--- src/design/exec_tile_defs.svh ---
// Execution tile sizes
`ifndef EXEC_TILE_DEFS_SVH
`define EXEC_TILE_DEFS_SVH
`default_nettype none

// Dispatch and unit counts
`define DISP_SIZE     2
`define ALU_INST_NUM  2

// Data path and id widths
`define XLEN          32
`define RNID_W        5
`define CMT_ID_W      6

// --------------------
// Writeback port bases
`define WB_PORT_NUM   3
`define ALU_WB_BASE   0
`define BRU_WB_BASE   (`ALU_INST_NUM)

// Two read ports per ALU, then two for the BRU
`define RD_PORT_NUM   (`ALU_INST_NUM * 2 + 2)

`default_nettype wire
`endif

--- src/design/exec_tile_pkg.sv ---
// Execution tile types
`include "exec_tile_defs.svh"
`default_nettype none

package exec_tile_pkg;

  typedef enum logic [1:0] {
    CAT_ALU   = 2'd0,
    CAT_BR    = 2'd1,
    CAT_OTHER = 2'd2
  } inst_cat_t;

  typedef enum logic [2:0] {
    ADD = 3'd0,
    SUB = 3'd1,
    AND = 3'd2,
    OR  = 3'd3,
    XOR = 3'd4,
    SLL = 3'd5,
    SRL = 3'd6,
    SLT = 3'd7
  } alu_op_t;

  typedef enum logic [2:0] {
    BEQ = 3'd0,
    BNE = 3'd1,
    BLT = 3'd2,
    BGE = 3'd3,
    JAL = 3'd4
  } br_op_t;

  // One slot of a renamed dispatch group
  typedef struct packed {
    logic                 valid;
    logic                 illegal;
    inst_cat_t            cat;
    logic [2:0]           op;
    logic                 use_imm;
    logic [`CMT_ID_W-1:0] cmt_id;
    logic [`RNID_W-1:0]   rd_rnid;
    logic [`RNID_W-1:0]   rs1_rnid;
    logic [`RNID_W-1:0]   rs2_rnid;
    logic [`XLEN-1:0]     imm;
    logic [`XLEN-1:0]     pc;
  } disp_inst_t;

  typedef struct packed {
    logic               valid;
    logic [`RNID_W-1:0] rnid;
    logic [`XLEN-1:0]   data;
  } phy_wr_t;

  typedef struct packed {
    logic                 valid;
    logic [`CMT_ID_W-1:0] cmt_id;
  } done_rpt_t;

  typedef struct packed {
    logic                 valid;
    logic                 taken;
    logic [`XLEN-1:0]     target;
    logic [`CMT_ID_W-1:0] cmt_id;
  } br_upd_t;

endpackage

`default_nettype wire

--- src/design/issue_if.sv ---
// Issue port interface
`include "exec_tile_defs.svh"
`default_nettype none

interface issue_if;

  logic                 valid;
  logic [2:0]           op;
  logic                 use_imm;
  logic [`CMT_ID_W-1:0] cmt_id;
  logic [`RNID_W-1:0]   rd_rnid;
  logic [`RNID_W-1:0]   rs1_rnid;
  logic [`RNID_W-1:0]   rs2_rnid;
  logic [`XLEN-1:0]     imm;
  logic [`XLEN-1:0]     pc;

  // Decode side drives the registered instruction
  modport decode (
    output valid, op, use_imm, cmt_id,
    output rd_rnid, rs1_rnid, rs2_rnid,
    output imm, pc
  );

  // Unit side consumes it
  modport exec (
    input valid, op, use_imm, cmt_id,
    input rd_rnid, rs1_rnid, rs2_rnid,
    input imm, pc
  );

endinterface

`default_nettype wire

--- src/design/bru_exec.sv ---
// Branch resolution unit
`include "exec_tile_defs.svh"
`default_nettype none

module bru_exec (
  issue_if.exec                    bru_issue,
  output logic [`RNID_W-1:0]       o_rs1_rnid,
  output logic [`RNID_W-1:0]       o_rs2_rnid,
  input  logic [`XLEN-1:0]         i_rs1_data,
  input  logic [`XLEN-1:0]         i_rs2_data,
  output exec_tile_pkg::phy_wr_t   o_phy_wr,
  output exec_tile_pkg::done_rpt_t o_done,
  output exec_tile_pkg::br_upd_t   o_br_upd
);

  import exec_tile_pkg::*;

  logic             w_is_jal;
  logic             w_taken;
  logic [`XLEN-1:0] w_target;

  assign o_rs1_rnid = bru_issue.rs1_rnid;
  assign o_rs2_rnid = bru_issue.rs2_rnid;

  assign w_is_jal = (br_op_t'(bru_issue.op) == JAL);

  // Branch condition
  always_comb begin
    case (br_op_t'(bru_issue.op))
      BEQ:     w_taken = (i_rs1_data == i_rs2_data);
      BNE:     w_taken = (i_rs1_data != i_rs2_data);
      BLT:     w_taken = ($signed(i_rs1_data) <  $signed(i_rs2_data));
      BGE:     w_taken = ($signed(i_rs1_data) >= $signed(i_rs2_data));
      JAL:     w_taken = 1'b1;
      default: w_taken = 1'b0;
    endcase
  end

  assign w_target = bru_issue.pc + bru_issue.imm;

  // Link write for JAL only
  assign o_phy_wr.valid  = bru_issue.valid & w_is_jal;
  assign o_phy_wr.rnid   = bru_issue.rd_rnid;
  assign o_phy_wr.data   = bru_issue.pc + `XLEN'd4;

  assign o_done.valid    = bru_issue.valid;
  assign o_done.cmt_id   = bru_issue.cmt_id;

  assign o_br_upd.valid  = bru_issue.valid;
  assign o_br_upd.taken  = w_taken;
  assign o_br_upd.target = w_target;
  assign o_br_upd.cmt_id = bru_issue.cmt_id;

endmodule

`default_nettype wire

--- src/flat_wrapper.sv ---
// flat-port wrapper written by rule: the top's interface ports become plain ports
module bru_exec_flat import exec_tile_pkg::*;
  (o_rs1_rnid, o_rs2_rnid, i_rs1_data, i_rs2_data, o_phy_wr, o_done, o_br_upd, bru_issue_valid, bru_issue_op, bru_issue_use_imm, bru_issue_cmt_id, bru_issue_rd_rnid, bru_issue_rs1_rnid, bru_issue_rs2_rnid, bru_issue_imm, bru_issue_pc);
  issue_if bru_issue_i ();
  output logic [`RNID_W-1:0] o_rs1_rnid;
  output logic [`RNID_W-1:0] o_rs2_rnid;
  input  logic [`XLEN-1:0] i_rs1_data;
  input  logic [`XLEN-1:0] i_rs2_data;
  output exec_tile_pkg::phy_wr_t o_phy_wr;
  output exec_tile_pkg::done_rpt_t o_done;
  output exec_tile_pkg::br_upd_t o_br_upd;
  input wire logic [$bits(bru_issue_i.valid)-1:0] bru_issue_valid;
  input wire logic [$bits(bru_issue_i.op)-1:0] bru_issue_op;
  input wire logic [$bits(bru_issue_i.use_imm)-1:0] bru_issue_use_imm;
  input wire logic [$bits(bru_issue_i.cmt_id)-1:0] bru_issue_cmt_id;
  input wire logic [$bits(bru_issue_i.rd_rnid)-1:0] bru_issue_rd_rnid;
  input wire logic [$bits(bru_issue_i.rs1_rnid)-1:0] bru_issue_rs1_rnid;
  input wire logic [$bits(bru_issue_i.rs2_rnid)-1:0] bru_issue_rs2_rnid;
  input wire logic [$bits(bru_issue_i.imm)-1:0] bru_issue_imm;
  input wire logic [$bits(bru_issue_i.pc)-1:0] bru_issue_pc;
  assign bru_issue_i.valid = bru_issue_valid;
  assign bru_issue_i.op = bru_issue_op;
  assign bru_issue_i.use_imm = bru_issue_use_imm;
  assign bru_issue_i.cmt_id = bru_issue_cmt_id;
  assign bru_issue_i.rd_rnid = bru_issue_rd_rnid;
  assign bru_issue_i.rs1_rnid = bru_issue_rs1_rnid;
  assign bru_issue_i.rs2_rnid = bru_issue_rs2_rnid;
  assign bru_issue_i.imm = bru_issue_imm;
  assign bru_issue_i.pc = bru_issue_pc;
  bru_exec u_core (.bru_issue(bru_issue_i), .o_rs1_rnid(o_rs1_rnid), .o_rs2_rnid(o_rs2_rnid), .i_rs1_data(i_rs1_data), .i_rs2_data(i_rs2_data), .o_phy_wr(o_phy_wr), .o_done(o_done), .o_br_upd(o_br_upd));
endmodule
--- config.mk ---
export PLATFORM = sky130hd
export DESIGN_NAME = bru_exec_flat
export DESIGN_NICKNAME = d
export VERILOG_FILES = /design/src/design/exec_tile_pkg.sv /design/src/design/issue_if.sv /design/src/design/bru_exec.sv /design/src/flat_wrapper.sv
export VERILOG_INCLUDE_DIRS = /design/src /design/src/design
export SDC_FILE = /design/constraint.sdc
export NUM_CORES = 1
export LEC_CHECK = 0
export ABC_AREA = 1
export BUFFER_PORTS_ARGS = -buffer_cell sky130_fd_sc_hd__buf_2
export CELL_PAD_IN_SITES_DETAIL_PLACEMENT = 2
export CELL_PAD_IN_SITES_GLOBAL_PLACEMENT = 2
export CORE_MARGIN = 1.5
export CORE_UTILIZATION = 22
export DETAILED_ROUTE_END_ITERATION = 10
export GPL_ROUTABILITY_DRIVEN = 0
export GPL_TIMING_DRIVEN = 0
export PLACE_DENSITY_LB_ADDON = 0.1
export SLEW_MARGIN = 0
export SYNTH_ARGS = -nofsm -noshare
export SYNTH_HDL_FRONTEND = slang
export SYNTH_SLANG_ARGS = --single-unit
--- constraint.sdc ---
create_clock -name vclk -period 4.3
set_input_delay 0.86 -clock vclk [all_inputs]
set_output_delay 0.86 -clock vclk [all_outputs]
set_load 0.005 [all_outputs]
==> impl_results.md <==
- Crit. End Element: output port
- Via density: between 4 and 5
- Period utilisation layout: 89.3%
- Setup TNS: 0 ps
- Syn. warnings: 0
- Pin count of the biggest net entering global routing: 8
- Worst-path maximum fanout: 4
- HPWL Detailed: 14.5 mm
- Final worst slack: 461 ps
- CP max-delay cell: fa_1
- Setup bufs post-CTS: 0
- Total track usage: roughly 17%
- Via Count: 4,677
- Critical path class: input port to output port
- Cell count after synthesis: 599
- Die Y: 131 microns
- # IOs: 249
- Final Setup Violations: 0
- PortBufs: 227
- # rows: 46
- Die outline area: 17,100 sq um
- Arrival time worst endpoint: between 2000 and 3000 ps
- Mapped Area: 3590 sq um
- Starting Density: 22.6%
- Max incr delay on CP: 410 ps
- Routed len/inst: ~15 microns
- Critical-path cell list: buf_2, ha_1, inv_1, fa_1, o21ai_1, a21oi_1, o21ai_1, nand4_1, nand2_1, xor2_1, buf_2
- LEAKAGE: between 2 and 3 nW
- WP data required: between 3000 and 4000 ps
- Nets: 1,047
- Layout cell share with drive strength beyond 1: between 30% and 40%
- Peak VDD IR: 0.0416 mV
- Sequential Area: 0 sq um
- Remaining global-route overflow: 0
- Final Hold Violating Endpoints: 0
- Pre-antenna DRT Iters: 4
- Initial antenna violation count: 1
- CP Launch Type: input port
- FFs & Latches: 0
- Die Width: 131 microns
- Pwr/cell area: approximately 120 nW/um^2
- Place WS: about 430 ps
- Sequential-to-total area share from yosys stat: 0%
- Post-CTS sizing: 0
- CP top delay family: compound AO/OA/AOI/OAI gates
- Non-filler cells, final: about 1,000
- Max Slew Vio Count: 0
- Post-layout min period: approximately 3800 ps
- Drt total wl: ~15 mm
- Placed cells: roughly 1,000
- Layout clock buffer count: 0
- Core box area: 15,900 sq um
- Worst-margin pin slew: between 400 and 500 ps
- Max Clock Freq: 0.261 GHz
- Syn Nets: 818
- Area Overhead vs Synth: 39.3%
- Hold-fix buffers at CTS: 0
- Crit path buffers/inverters: 3
- Utilization after layout: a little under a third
- Slew HR: 69.8%
- First-pass GRT wire length: between 20 and 25 mm
- Syn Area/Cell: 5.99 sq um
- Post-DRT Antenna Nets: 0
- Kind of path behind the tightest hold check: input port to output port
- MaxCap Viol Count: 0
- RSZ-0062 raised after global routing: false
- DR DRC count: 0
- Vias in the first global route: 4,938
- Iter 0 DRT Violations: 48
- Run status: finished, final reports clean
- Post-synthesis cell type count: 37
- Design Power: 0.000607 W
[routing by layer]
layer | GRT usage (%) | routed length, microns | part of all wire [%]
met1 | 20.1 | 6290 | 41
met5 | 0 | 0 | 0
met4 | 0.388 | 52 | 0.34
met3 | 2.04 | 974 | 6.4
met2 | 33.3 | 7840 | 52
[area by class of cell]
cell class | count | area (sq um)
Tap cell | 216 | 270
Buffer | 32 | 240
Fill cell | 2077 | 10900
Timing Repair Buffer | 227 | 1140
Multi-Input combinational cell | 472 | 2990
Inverter | 95 | 357
Antenna cell | 1 | 2.50
[synthesized netlist by cell type, types with 2 or more instances]
| library cell | count | share of area [%] |
|---|---|---|
| a21boi_0 | 2 | 0.42 |
| a21boi_1 | 2 | 0.42 |
| a21o_1 | 4 | 0.84 |
| a21oi_1 | 52 | 7.3 |
| buf_4 | 32 | 6.7 |
| ha_1 | 64 | 22 |
| inv_1 | 93 | 9.7 |
| nand2_1 | 137 | 14 |
| nand2_2 | 3 | 0.52 |
| nand2_4 | 2 | 0.63 |
| nand3_1 | 22 | 3.1 |
| nand3_2 | 2 | 0.56 |
| nand3b_1 | 2 | 0.42 |
| nand4_1 | 12 | 2.1 |
| nor2_1 | 56 | 5.9 |
| nor2_2 | 3 | 0.52 |
| nor2_4 | 3 | 0.94 |
| nor3_1 | 8 | 1.1 |
| nor3_2 | 2 | 0.56 |
| o211ai_1 | 2 | 0.42 |
| o21a_1 | 5 | 1.0 |
| o21ai_0 | 14 | 2.0 |
| o21ai_1 | 8 | 1.1 |
| o21bai_1 | 4 | 0.84 |
| xnor2_1 | 18 | 4.4 |
| xor2_1 | 36 | 8.8 |
[metrics by stage]
step	area [sq um]	hold WS, ps
finish	5000	1890
global route	5000	1890
CTS	4990	1890
detailed placement	4990	1890
global placement	4990	1890
floorplan	3590	1750
[cells by family after synthesis]
group                      share of synthesized area (%)
AOI/OAI and AO/OA                                   15.0
xor gates and xnor gates                            13.2
adders and majority gates                           22.9
buffers and inverters                               16.6
and+or+nand+nor                                     32.4
[final timing paths]
| check | from | end | slack, ps | depth (start not counted) |
|---|---|---|---|---|
| worst max-delay path | bru_issue_pc[0] | o_br_upd[36] | 460 | 11 |
| worst min-delay path | bru_issue_cmt_id[0] | o_br_upd[0] | 1890 | 2 |
[layout by cell type (no fill, tap or decap), drive strengths merged, types with 5 or more instances in the layout]
master  netlist  final
inv          94     94
nand2       142    142
xor2         36     36
o21ai        22     22
nand3        24     24
nand4        13     13
xnor2        18     18
a21oi        52     52
nor2         62     62
buf          32    259
nor3         11     11
ha           64     64
o21a          5      5
[report_power, final]
part | switching, W | leakage [nW] | internal [W] | total, W
combinational | 0.000337 | 2.93 | 0.000270 | 0.000607
sequential | 0 | 0 | 0 | 0
clock | 0 | 0.00000634 | 0.0000000000311 | 0.0000000000311
total | 0.000337 | 2.93 | 0.000270 | 0.000607
(Power assumes the default switching activity.)
