===== src/design/exec_tile_defs.svh =====
// Execution tile sizes
`ifndef EXEC_TILE_DEFS_SVH
`define EXEC_TILE_DEFS_SVH
`default_nettype none

// Dispatch and unit counts
`define DISP_SIZE     2
`define ALU_INST_NUM  2

// Data path and id widths
`define XLEN          32
`define RNID_W        5
`define CMT_ID_W      6

// --------------------
// Writeback port bases
`define WB_PORT_NUM   3
`define ALU_WB_BASE   0
`define BRU_WB_BASE   (`ALU_INST_NUM)

// Two read ports per ALU, then two for the BRU
`define RD_PORT_NUM   (`ALU_INST_NUM * 2 + 2)

`default_nettype wire
`endif


===== src/design/exec_tile_pkg.sv =====
// Execution tile types
`include "exec_tile_defs.svh"
`default_nettype none

package exec_tile_pkg;

  typedef enum logic [1:0] {
    CAT_ALU   = 2'd0,
    CAT_BR    = 2'd1,
    CAT_OTHER = 2'd2
  } inst_cat_t;

  typedef enum logic [2:0] {
    ADD = 3'd0,
    SUB = 3'd1,
    AND = 3'd2,
    OR  = 3'd3,
    XOR = 3'd4,
    SLL = 3'd5,
    SRL = 3'd6,
    SLT = 3'd7
  } alu_op_t;

  typedef enum logic [2:0] {
    BEQ = 3'd0,
    BNE = 3'd1,
    BLT = 3'd2,
    BGE = 3'd3,
    JAL = 3'd4
  } br_op_t;

  // One slot of a renamed dispatch group
  typedef struct packed {
    logic                 valid;
    logic                 illegal;
    inst_cat_t            cat;
    logic [2:0]           op;
    logic                 use_imm;
    logic [`CMT_ID_W-1:0] cmt_id;
    logic [`RNID_W-1:0]   rd_rnid;
    logic [`RNID_W-1:0]   rs1_rnid;
    logic [`RNID_W-1:0]   rs2_rnid;
    logic [`XLEN-1:0]     imm;
    logic [`XLEN-1:0]     pc;
  } disp_inst_t;

  typedef struct packed {
    logic               valid;
    logic [`RNID_W-1:0] rnid;
    logic [`XLEN-1:0]   data;
  } phy_wr_t;

  typedef struct packed {
    logic                 valid;
    logic [`CMT_ID_W-1:0] cmt_id;
  } done_rpt_t;

  typedef struct packed {
    logic                 valid;
    logic                 taken;
    logic [`XLEN-1:0]     target;
    logic [`CMT_ID_W-1:0] cmt_id;
  } br_upd_t;

endpackage

`default_nettype wire


===== src/design/issue_if.sv =====
// Issue port interface
`include "exec_tile_defs.svh"
`default_nettype none

interface issue_if;

  logic                 valid;
  logic [2:0]           op;
  logic                 use_imm;
  logic [`CMT_ID_W-1:0] cmt_id;
  logic [`RNID_W-1:0]   rd_rnid;
  logic [`RNID_W-1:0]   rs1_rnid;
  logic [`RNID_W-1:0]   rs2_rnid;
  logic [`XLEN-1:0]     imm;
  logic [`XLEN-1:0]     pc;

  // Decode side drives the registered instruction
  modport decode (
    output valid, op, use_imm, cmt_id,
    output rd_rnid, rs1_rnid, rs2_rnid,
    output imm, pc
  );

  // Unit side consumes it
  modport exec (
    input valid, op, use_imm, cmt_id,
    input rd_rnid, rs1_rnid, rs2_rnid,
    input imm, pc
  );

endinterface

`default_nettype wire


===== src/design/alu_exec.sv =====
// Integer ALU
`include "exec_tile_defs.svh"
`default_nettype none

module alu_exec (
  issue_if.exec                    alu_issue,
  output logic [`RNID_W-1:0]       o_rs1_rnid,
  output logic [`RNID_W-1:0]       o_rs2_rnid,
  input  logic [`XLEN-1:0]         i_rs1_data,
  input  logic [`XLEN-1:0]         i_rs2_data,
  output exec_tile_pkg::phy_wr_t   o_phy_wr,
  output exec_tile_pkg::done_rpt_t o_done
);

  import exec_tile_pkg::*;

  localparam int SHAMT_W = $clog2(`XLEN);

  logic [`XLEN-1:0] w_op_a;
  logic [`XLEN-1:0] w_op_b;
  logic [`XLEN-1:0] w_result;

  assign o_rs1_rnid = alu_issue.rs1_rnid;
  assign o_rs2_rnid = alu_issue.rs2_rnid;

  // Second operand is imm or rs2
  assign w_op_a = i_rs1_data;
  assign w_op_b = alu_issue.use_imm ? alu_issue.imm : i_rs2_data;

  always_comb begin
    case (alu_op_t'(alu_issue.op))
      ADD:     w_result = w_op_a + w_op_b;
      SUB:     w_result = w_op_a - w_op_b;
      AND:     w_result = w_op_a & w_op_b;
      OR:      w_result = w_op_a | w_op_b;
      XOR:     w_result = w_op_a ^ w_op_b;
      SLL:     w_result = w_op_a << w_op_b[SHAMT_W-1:0];
      SRL:     w_result = w_op_a >> w_op_b[SHAMT_W-1:0];
      SLT:     w_result = {{(`XLEN-1){1'b0}}, $signed(w_op_a) < $signed(w_op_b)};
      default: w_result = '0;
    endcase
  end

  // Result toward writeback
  assign o_phy_wr.valid  = alu_issue.valid;
  assign o_phy_wr.rnid   = alu_issue.rd_rnid;
  assign o_phy_wr.data   = w_result;

  assign o_done.valid    = alu_issue.valid;
  assign o_done.cmt_id   = alu_issue.cmt_id;

endmodule

`default_nettype wire


===== src/flat_wrapper.sv =====
// flat-port wrapper written by rule: the top's interface ports become plain ports
module alu_exec_flat import exec_tile_pkg::*;
  (o_rs1_rnid, o_rs2_rnid, i_rs1_data, i_rs2_data, o_phy_wr, o_done, alu_issue_valid, alu_issue_op, alu_issue_use_imm, alu_issue_cmt_id, alu_issue_rd_rnid, alu_issue_rs1_rnid, alu_issue_rs2_rnid, alu_issue_imm, alu_issue_pc);
  issue_if alu_issue_i ();
  output logic [`RNID_W-1:0] o_rs1_rnid;
  output logic [`RNID_W-1:0] o_rs2_rnid;
  input  logic [`XLEN-1:0] i_rs1_data;
  input  logic [`XLEN-1:0] i_rs2_data;
  output exec_tile_pkg::phy_wr_t o_phy_wr;
  output exec_tile_pkg::done_rpt_t o_done;
  input wire logic [$bits(alu_issue_i.valid)-1:0] alu_issue_valid;
  input wire logic [$bits(alu_issue_i.op)-1:0] alu_issue_op;
  input wire logic [$bits(alu_issue_i.use_imm)-1:0] alu_issue_use_imm;
  input wire logic [$bits(alu_issue_i.cmt_id)-1:0] alu_issue_cmt_id;
  input wire logic [$bits(alu_issue_i.rd_rnid)-1:0] alu_issue_rd_rnid;
  input wire logic [$bits(alu_issue_i.rs1_rnid)-1:0] alu_issue_rs1_rnid;
  input wire logic [$bits(alu_issue_i.rs2_rnid)-1:0] alu_issue_rs2_rnid;
  input wire logic [$bits(alu_issue_i.imm)-1:0] alu_issue_imm;
  input wire logic [$bits(alu_issue_i.pc)-1:0] alu_issue_pc;
  assign alu_issue_i.valid = alu_issue_valid;
  assign alu_issue_i.op = alu_issue_op;
  assign alu_issue_i.use_imm = alu_issue_use_imm;
  assign alu_issue_i.cmt_id = alu_issue_cmt_id;
  assign alu_issue_i.rd_rnid = alu_issue_rd_rnid;
  assign alu_issue_i.rs1_rnid = alu_issue_rs1_rnid;
  assign alu_issue_i.rs2_rnid = alu_issue_rs2_rnid;
  assign alu_issue_i.imm = alu_issue_imm;
  assign alu_issue_i.pc = alu_issue_pc;
  alu_exec u_core (.alu_issue(alu_issue_i), .o_rs1_rnid(o_rs1_rnid), .o_rs2_rnid(o_rs2_rnid), .i_rs1_data(i_rs1_data), .i_rs2_data(i_rs2_data), .o_phy_wr(o_phy_wr), .o_done(o_done));
endmodule

===== config.mk =====
export PLATFORM = sky130hd
export DESIGN_NAME = alu_exec_flat
export DESIGN_NICKNAME = d
export VERILOG_FILES = /design/src/design/exec_tile_pkg.sv /design/src/design/issue_if.sv /design/src/design/alu_exec.sv /design/src/flat_wrapper.sv
export VERILOG_INCLUDE_DIRS = /design/src /design/src/design
export SDC_FILE = /design/constraint.sdc
export NUM_CORES = 1
export LEC_CHECK = 0
export ABC_AREA = 1
export BUFFER_PORTS_ARGS = -buffer_cell sky130_fd_sc_hd__buf_2
export CORE_ASPECT_RATIO = 0.6
export CORE_MARGIN = 2
export CORE_UTILIZATION = 45
export DETAILED_ROUTE_END_ITERATION = 10
export GPL_TIMING_DRIVEN = 0
export PLACE_DENSITY = 0.78
export SLEW_MARGIN = 40
export SYNTH_ARGS = -nofsm -noshare
export SYNTH_HDL_FRONTEND = slang
export SYNTH_SLANG_ARGS = --single-unit
export TNS_END_PERCENT = 5

===== constraint.sdc =====
create_clock -name vclk -period 4.8
set_input_delay 0.24 -clock vclk [all_inputs]
set_output_delay 0.24 -clock vclk [all_outputs]
set_load 0.02 [all_outputs]

==> results.toml, run 1 <==
[synth]
yosysSeqAreaShare = 0
netlist-cell-type-count = 47
synthesis.area_um2 = 10020
yosysWarnings = 0
syn_nets = 2248
avgSynthCellArea_um2 = 5.041
syn_inst = 1987

[place]
dpl.cell_count = 2427
placed_cell_area_um2 = 11140
hpwlAfterDp_um = 51390
port_buffers = 154
gp_congestion = 1.164

[sta]
rsz0062_at_grt = "false"
hold_viol = 0
fin_setup_tns_ps = 0
timing.final.crit_share = 0.9498
max-slew-margin-rel = 0.4215
period_needed_ps = 4559
timing.hold.ws_ps = 696.8
drv_slew = 0
max_freq_ghz = 0.2194
finalSetupViolations = 0
worst_pin_slew_ps = 858.6

[power_and_ir_drop]
pwr-share-clk = 0
ir_worst_vdd_v = 0.00008919
sw_frac_of_total = 0.7248
combPwrFrac = 1.000
p_int_w = 0.0005100
switchingPower_w = 0.001343
p_seq_frac = 0
powerDensity_nw_per_um2 = 166.3
p_leak_nw = 6.237

[drt]
drt_wl_total_um = 60640
drtIter0Drc = 2828
first_pass_iters = 9
viasPerCell = 6.332
wl_per_cell_um = 25.00
drc = 0
num_vias = 15360
ant_nets = 0

[die]
rows = 42
coreArea_um2 = 21970
fp.dieH_um = 119.6
dieArea_um2 = 23510
initial_core_util = 0.4560
ios = 209
die_x_um = 196.6

[cells_and_area]
layout-drive-gt1-share = 0.1412
nClkBuffers = 0
area_growth_pct = 11.23
nFlopsAndLatches = 0
stdcell_area_um2 = 11140
ff_latch_area_um2 = 0
nFillCells = 2535
nets = 2402
fin_cells = 2425
diodes = 0

[setup_path]
path_depth = 18
critical_path.endpoint = "o_phy_wr[0]"
cp_cell_sequence = "buf_6 > inv_4 > buf_2 > clkbuf_1 > or2_2 > o21ai_0 > ha_1 > buf_2 > nor2_1 > nand2_1 > nor3_1 > nand2_1 > nand2_1 > nand2_1 > nand3_1 > nand3_1 > a21oi_1 > buf_2"
timing.critical_path.mode_cell = "nand2_1"
worstPathArrival_ps = 4320
cp_num_buf_inv = 6
crit_fanout = 19
crit_family = "simple AND/OR/NAND/NOR gates"
crit_slowest_cell = "buf_2"
max_stage_delay_ps = 400
end_kind = "primary output"
crit_path_start_kind = "primary input"
crit_start = "alu_issue_use_imm"
path_class = "primary input to primary output"
required_ps = 4560

[hold_path]
min-delay-start = "alu_issue_valid"
hold_path.class = "primary input to primary output"

[global_routing]
grt_usage = 0.4951
grt_pass1_wl_um = 85700
grt_max_degree = 13
overflow = 0
antenna_found_initial = 1
grt_pass1_vias = 13280

[status]
status = "finished, final reports clean"

[flow_run]
cap_violations = 0
power by group through the flow:
stage	sequential, W	combinational (W)	clock, W
after floorplan	0	0.00111	0
after global placement	0	0.00171	0
after detailed placement	0	0.00172	0
after CTS	0	0.00173	0
after global routing	0	0.00194	0
final	0	0.00185	0
synthesized netlist by cell type, types with 4 or more instances:
| cell | n | share of area |
|---|---|---|
| and2_1 | 4 | 0.0025 |
| nor2_1 | 167 | 0.063 |
| inv_2 | 7 | 0.0026 |
| o22ai_1 | 10 | 0.0062 |
| a221oi_1 | 7 | 0.0061 |
| or2_2 | 27 | 0.017 |
| nand3b_1 | 5 | 0.0037 |
| nand3_1 | 413 | 0.21 |
| clkbuf_1 | 13 | 0.0049 |
| o21ai_1 | 7 | 0.0035 |
| nor3_1 | 24 | 0.012 |
| nand2_1 | 574 | 0.22 |
| o21bai_1 | 12 | 0.0090 |
| ha_1 | 105 | 0.13 |
| nand4_1 | 35 | 0.022 |
| inv_1 | 229 | 0.086 |
| o211ai_1 | 6 | 0.0045 |
| a21oi_1 | 106 | 0.053 |
| buf_4 | 41 | 0.031 |
| buf_2 | 49 | 0.024 |
| o221ai_1 | 9 | 0.0079 |
| buf_6 | 6 | 0.0067 |
| xor2_1 | 9 | 0.0079 |
| nand2_2 | 5 | 0.0031 |
| o21ai_0 | 90 | 0.045 |
routing by layer:
layer  vias up  track usage  routed length (µm)
met5         -      0.03922                 119
li1       6854            -                   -
met1      6908       0.7127               24620
met4         2       0.1151                1846
met2      1453       0.6075               20610
met3       139       0.2822               13430
stage by stage:
step           power [W]  worst slack [ps]  utilization
2_1_floorplan   0.001108              1883            -
3_3_place_gp    0.001707             286.8       0.5073
3_5_place_dp    0.001720             269.0       0.5073
4_1_cts         0.001728             258.8       0.5073
5_1_grt         0.001939             207.9       0.5072
6_report        0.001853             241.1       0.5072
cells in the final DEF (no fill, tap or decap), drive strengths merged:
cell,instances
nor3b,1
o22ai,10
a21oi,106
clkbuf,11
a31oi,2
ha,105
xor2,9
inv,238
nand3b,5
nor4,1
fa,2
nand3,415
nor2,169
o21bai,12
a21o,1
o31ai,1
a221oi,7
o221ai,9
or2,28
buf,253
nand4,35
and2,5
nand2,580
o2111ai,1
o21ai,98
a211oi,1
o211ai,6
nor3,27
o21a,1
final cells by class:
class | count | area [µm²] | share of cell area
tap | 286 | 357.8 | 0.03212
timing repair buffer | 154 | 770.7 | 0.06918
inverter | 238 | 900.9 | 0.08086
buffer | 110 | 673.1 | 0.06042
multi-input combinational | 1637 | 8438 | 0.7574
cells by family after synthesis:
| kind of cell | count (synthesis) | share of synthesized area |
|---|---|---|
| simple gates | 1266 | 0.5572 |
| xor+xnor | 9 | 0.007871 |
| compound gates | 255 | 0.1419 |
| buf+inv | 350 | 0.1579 |
| fa+ha+maj | 107 | 0.1352 |
how the worst min path moves through the flow:
| stage | endpoint | slack [ps] | depth (start not counted) |
|---|---|---|---|
| after floorplan | o_done[0] | 590 | 1 |
| after global placement | o_rs1_rnid[2] | 700 | 2 |
| after detailed placement | o_phy_wr[37] | 700 | 2 |
| after CTS | o_phy_wr[37] | 700 | 2 |
| after global routing | o_rs2_rnid[3] | 700 | 2 |
| final | o_phy_wr[37] | 700 | 2 |
timing repair:
action / CTS / global route
hold buffers: 0 / 0
resized for setup: 0 / 0
setup endpoints to repair: 0 / 2
setup buffers: 0 / 0
Note: power is estimated with default switching activity, not from simulation.
==> run 2: changes to the inputs <==
--- a/config.mk
+++ b/config.mk
@@ -6,14 +6,13 @@
 export SDC_FILE = /design/constraint.sdc
 export NUM_CORES = 1
 export LEC_CHECK = 0
-export ABC_AREA = 1
 export BUFFER_PORTS_ARGS = -buffer_cell sky130_fd_sc_hd__buf_2
 export CORE_ASPECT_RATIO = 0.6
-export CORE_MARGIN = 2
+export CORE_MARGIN = 8
 export CORE_UTILIZATION = 45
 export DETAILED_ROUTE_END_ITERATION = 10
 export GPL_TIMING_DRIVEN = 0
-export PLACE_DENSITY = 0.78
+export PLACE_DENSITY = 0.79
 export SLEW_MARGIN = 40
 export SYNTH_ARGS = -nofsm -noshare
 export SYNTH_HDL_FRONTEND = slang
==> run 2 against run 1 <==
The run now ends with setup timing left. Sequential cell count unchanged. Routed wire length shrank 18%. Sequential share of layout area did not move. Worst setup slack worse by 280 ps. Combinational power shrank 5%. Count of clock-buffer cells in the layout is the same. Critical path depth shrank 1. First-iteration DRC count down 29%. Critical path type unchanged. Largest power group unchanged. Highest routed layer unchanged.
==> results.toml, run 2 <==
[cells_and_area]
nClkBuffers = 0
diodes = 0
layout-drive-gt1-share = 0.2188
nFillCells = 1900
stdcell_area_um2 = 10090
ff_latch_area_um2 = 0
area_growth_pct = 16.99
final_common_cell = "buf_2"
fin_cells = 1631
nets = 1648
nFlopsAndLatches = 0
final_cell_mix = "157 x buf_2, 140 x nor2_1, 104 x ha_1"
multi_input_area_um2 = 7926

[place]
port_buffers = 152
dpl.cell_count = 1625
hpwlAfterDp_um = 40920
gp_congestion = 1.082
placed_cell_area_um2 = 9716

[synth]
synth.largest_area_cell = "ha_1"
synth_compound_area_frac = 0.3081
synthesis.area_um2 = 8626
synthTopCellsByCount = "141 x nor2_1, 108 x mux2i_1, 105 x ha_1, 102 x inv_1, 94 x a21oi_1"
syn_nets = 1488
synth.most_common_cell = "nor2_1"
avgSynthCellArea_um2 = 7.030
synth_xor_area_frac = 0.02945
syn_inst = 1227
synthAdderAreaFrac = 0.1569
synth_top_family_by_area = "compound AO/OA/AOI/OAI gates"
synth-simple-area-share = 0.1758
netlist-cell-type-count = 77
yosys-top-cells-area = "ha_1 15%, mux2i_1 13%, mux4_2 7.0%"
yosys-mux-area-fraction = 0.2179
yosysSeqAreaShare = 0
synthDominantCellAreaShare = 0.1523
yosysWarnings = 0

[setup_path]
worstPathArrival_ps = 4590
crit_path_start_kind = "primary input"
crit_fanout = 10
required_ps = 4560
path_class = "primary input to primary output"
end_kind = "primary output"

[drt]
ant_nets = 0
num_vias = 11550
drt_wl_total_um = 49780
drtIter0Drc = 2000
first_pass_iters = 8
viasPerCell = 7.078
wl_per_cell_um = 30.52
drc = 0

[sta]
fin_setup_tns_ps = -34.31
timing.final.crit_share = 1.007
max-slew-margin-rel = 0.3226
setup_ws_ps = -34.31
max_freq_ghz = 0.2069
rsz0062_at_grt = "true"
hold_viol = 0
worst_pin_slew_ps = 1005
period_needed_ps = 4834
drv_slew = 0
finalSetupViolations = 1

[power_and_ir_drop]
powerDensity_nw_per_um2 = 174.3
p_total_w = 0.001759
ir_worst_vdd_v = 0.00009545
p_leak_nw = 4.594

[die]
die_x_um = 194.7
fp.dieH_um = 123.2
coreArea_um2 = 18880
initial_core_util = 0.4568
rows = 39
dieArea_um2 = 24000
ios = 209

[hold_path]
hold_path.class = "primary input to primary output"

[global_routing]
grt_pass1_vias = 10560
grt_pass1_wl_um = 71460
grt_max_degree = 21
grt_usage = 0.3941
overflow = 0
antenna_found_initial = 1

[status]
status = "finished, violations left"
violations = "setup timing"

[flow_run]
cap_violations = 0

[clock_tree]
cts_hold_buf = 0
==> run 2: worst max-delay path, cell delays in order <==
cell and delay (ps):
buf_6 140, buf_4 280, buf_6 280, mux2i_2 410, ha_1 430, clkinvlp_4 260, nand3_2 220, nand2b_1 260
a2111oi_4 360, buf_4 230, buf_4 160, nor4_1 60, o31ai_1 370, o21ai_1 160, xnor2_1 190, o2111ai_1 290
buf_2 230
==> run 2: report_power, final <==
part / switching, W / internal, W / leakage, nW
registers: 0 / 0 / 0
logic: 0.00117 / 0.000585 / 4.59
clock network: 0 / 0 / 0
==> run 2: final cells by class <==
type                            instances  area share
Buffer                                 99     0.05704
Inverter                              106     0.04042
Multi-Input combinational cell       1013      0.7855
Tap cell                              246     0.03050
Timing Repair Buffer                  167     0.08655
==> run 2: worst paths after layout <==
path | startpoint | endpoint | slack [ps] | cells past startpoint
worst max-delay path | alu_issue_use_imm | o_phy_wr[24] | -30 | 17
worst min-delay path | alu_issue_rs1_rnid[4] | o_rs1_rnid[4] | 700 | 2
==> run 2: logic make-up (layout without fill, tap and decap cells) <==
| family | Yosys count | in the layout |
|---|---|---|
| adder cells (fa/ha/maj) | 107 | 107 |
| AND/OR/NAND/NOR | 332 | 332 |
| AO/OA/AOI/OAI | 401 | 401 |
| XOR/XNOR | 29 | 29 |
| buffers and inverters | 214 | 372 |
| multiplexers | 144 | 144 |
==> run 2: layer usage <==
metal / wire (µm) / global-route usage / up-vias
met5: 13 / 0 / -
met4: 1376 / 0.07874 / 2
met3: 9597 / 0.1960 / 112
met2: 18020 / 0.5114 / 1151
met1: 20780 / 0.5658 / 5414
li1: - / - / 4866
==> run 2: through the flow <==
stage	hold slack (ps)	util	worst slack [ps]
6_report	698.4	0.5344	-34.31
5_1_grt	703.6	0.5344	-47.80
4_1_cts	701.0	0.5247	-16.18
3_5_place_dp	701.2	0.5145	-1488
3_3_place_gp	700.5	0.5134	-2306
2_1_floorplan	592.6	-	276.3
==> run 2: timing repair <==
action	in CTS	in global routing
pin swaps	4	4
setup endpoints to repair	25	19
resized for setup	41	33
setup buffers	5	10
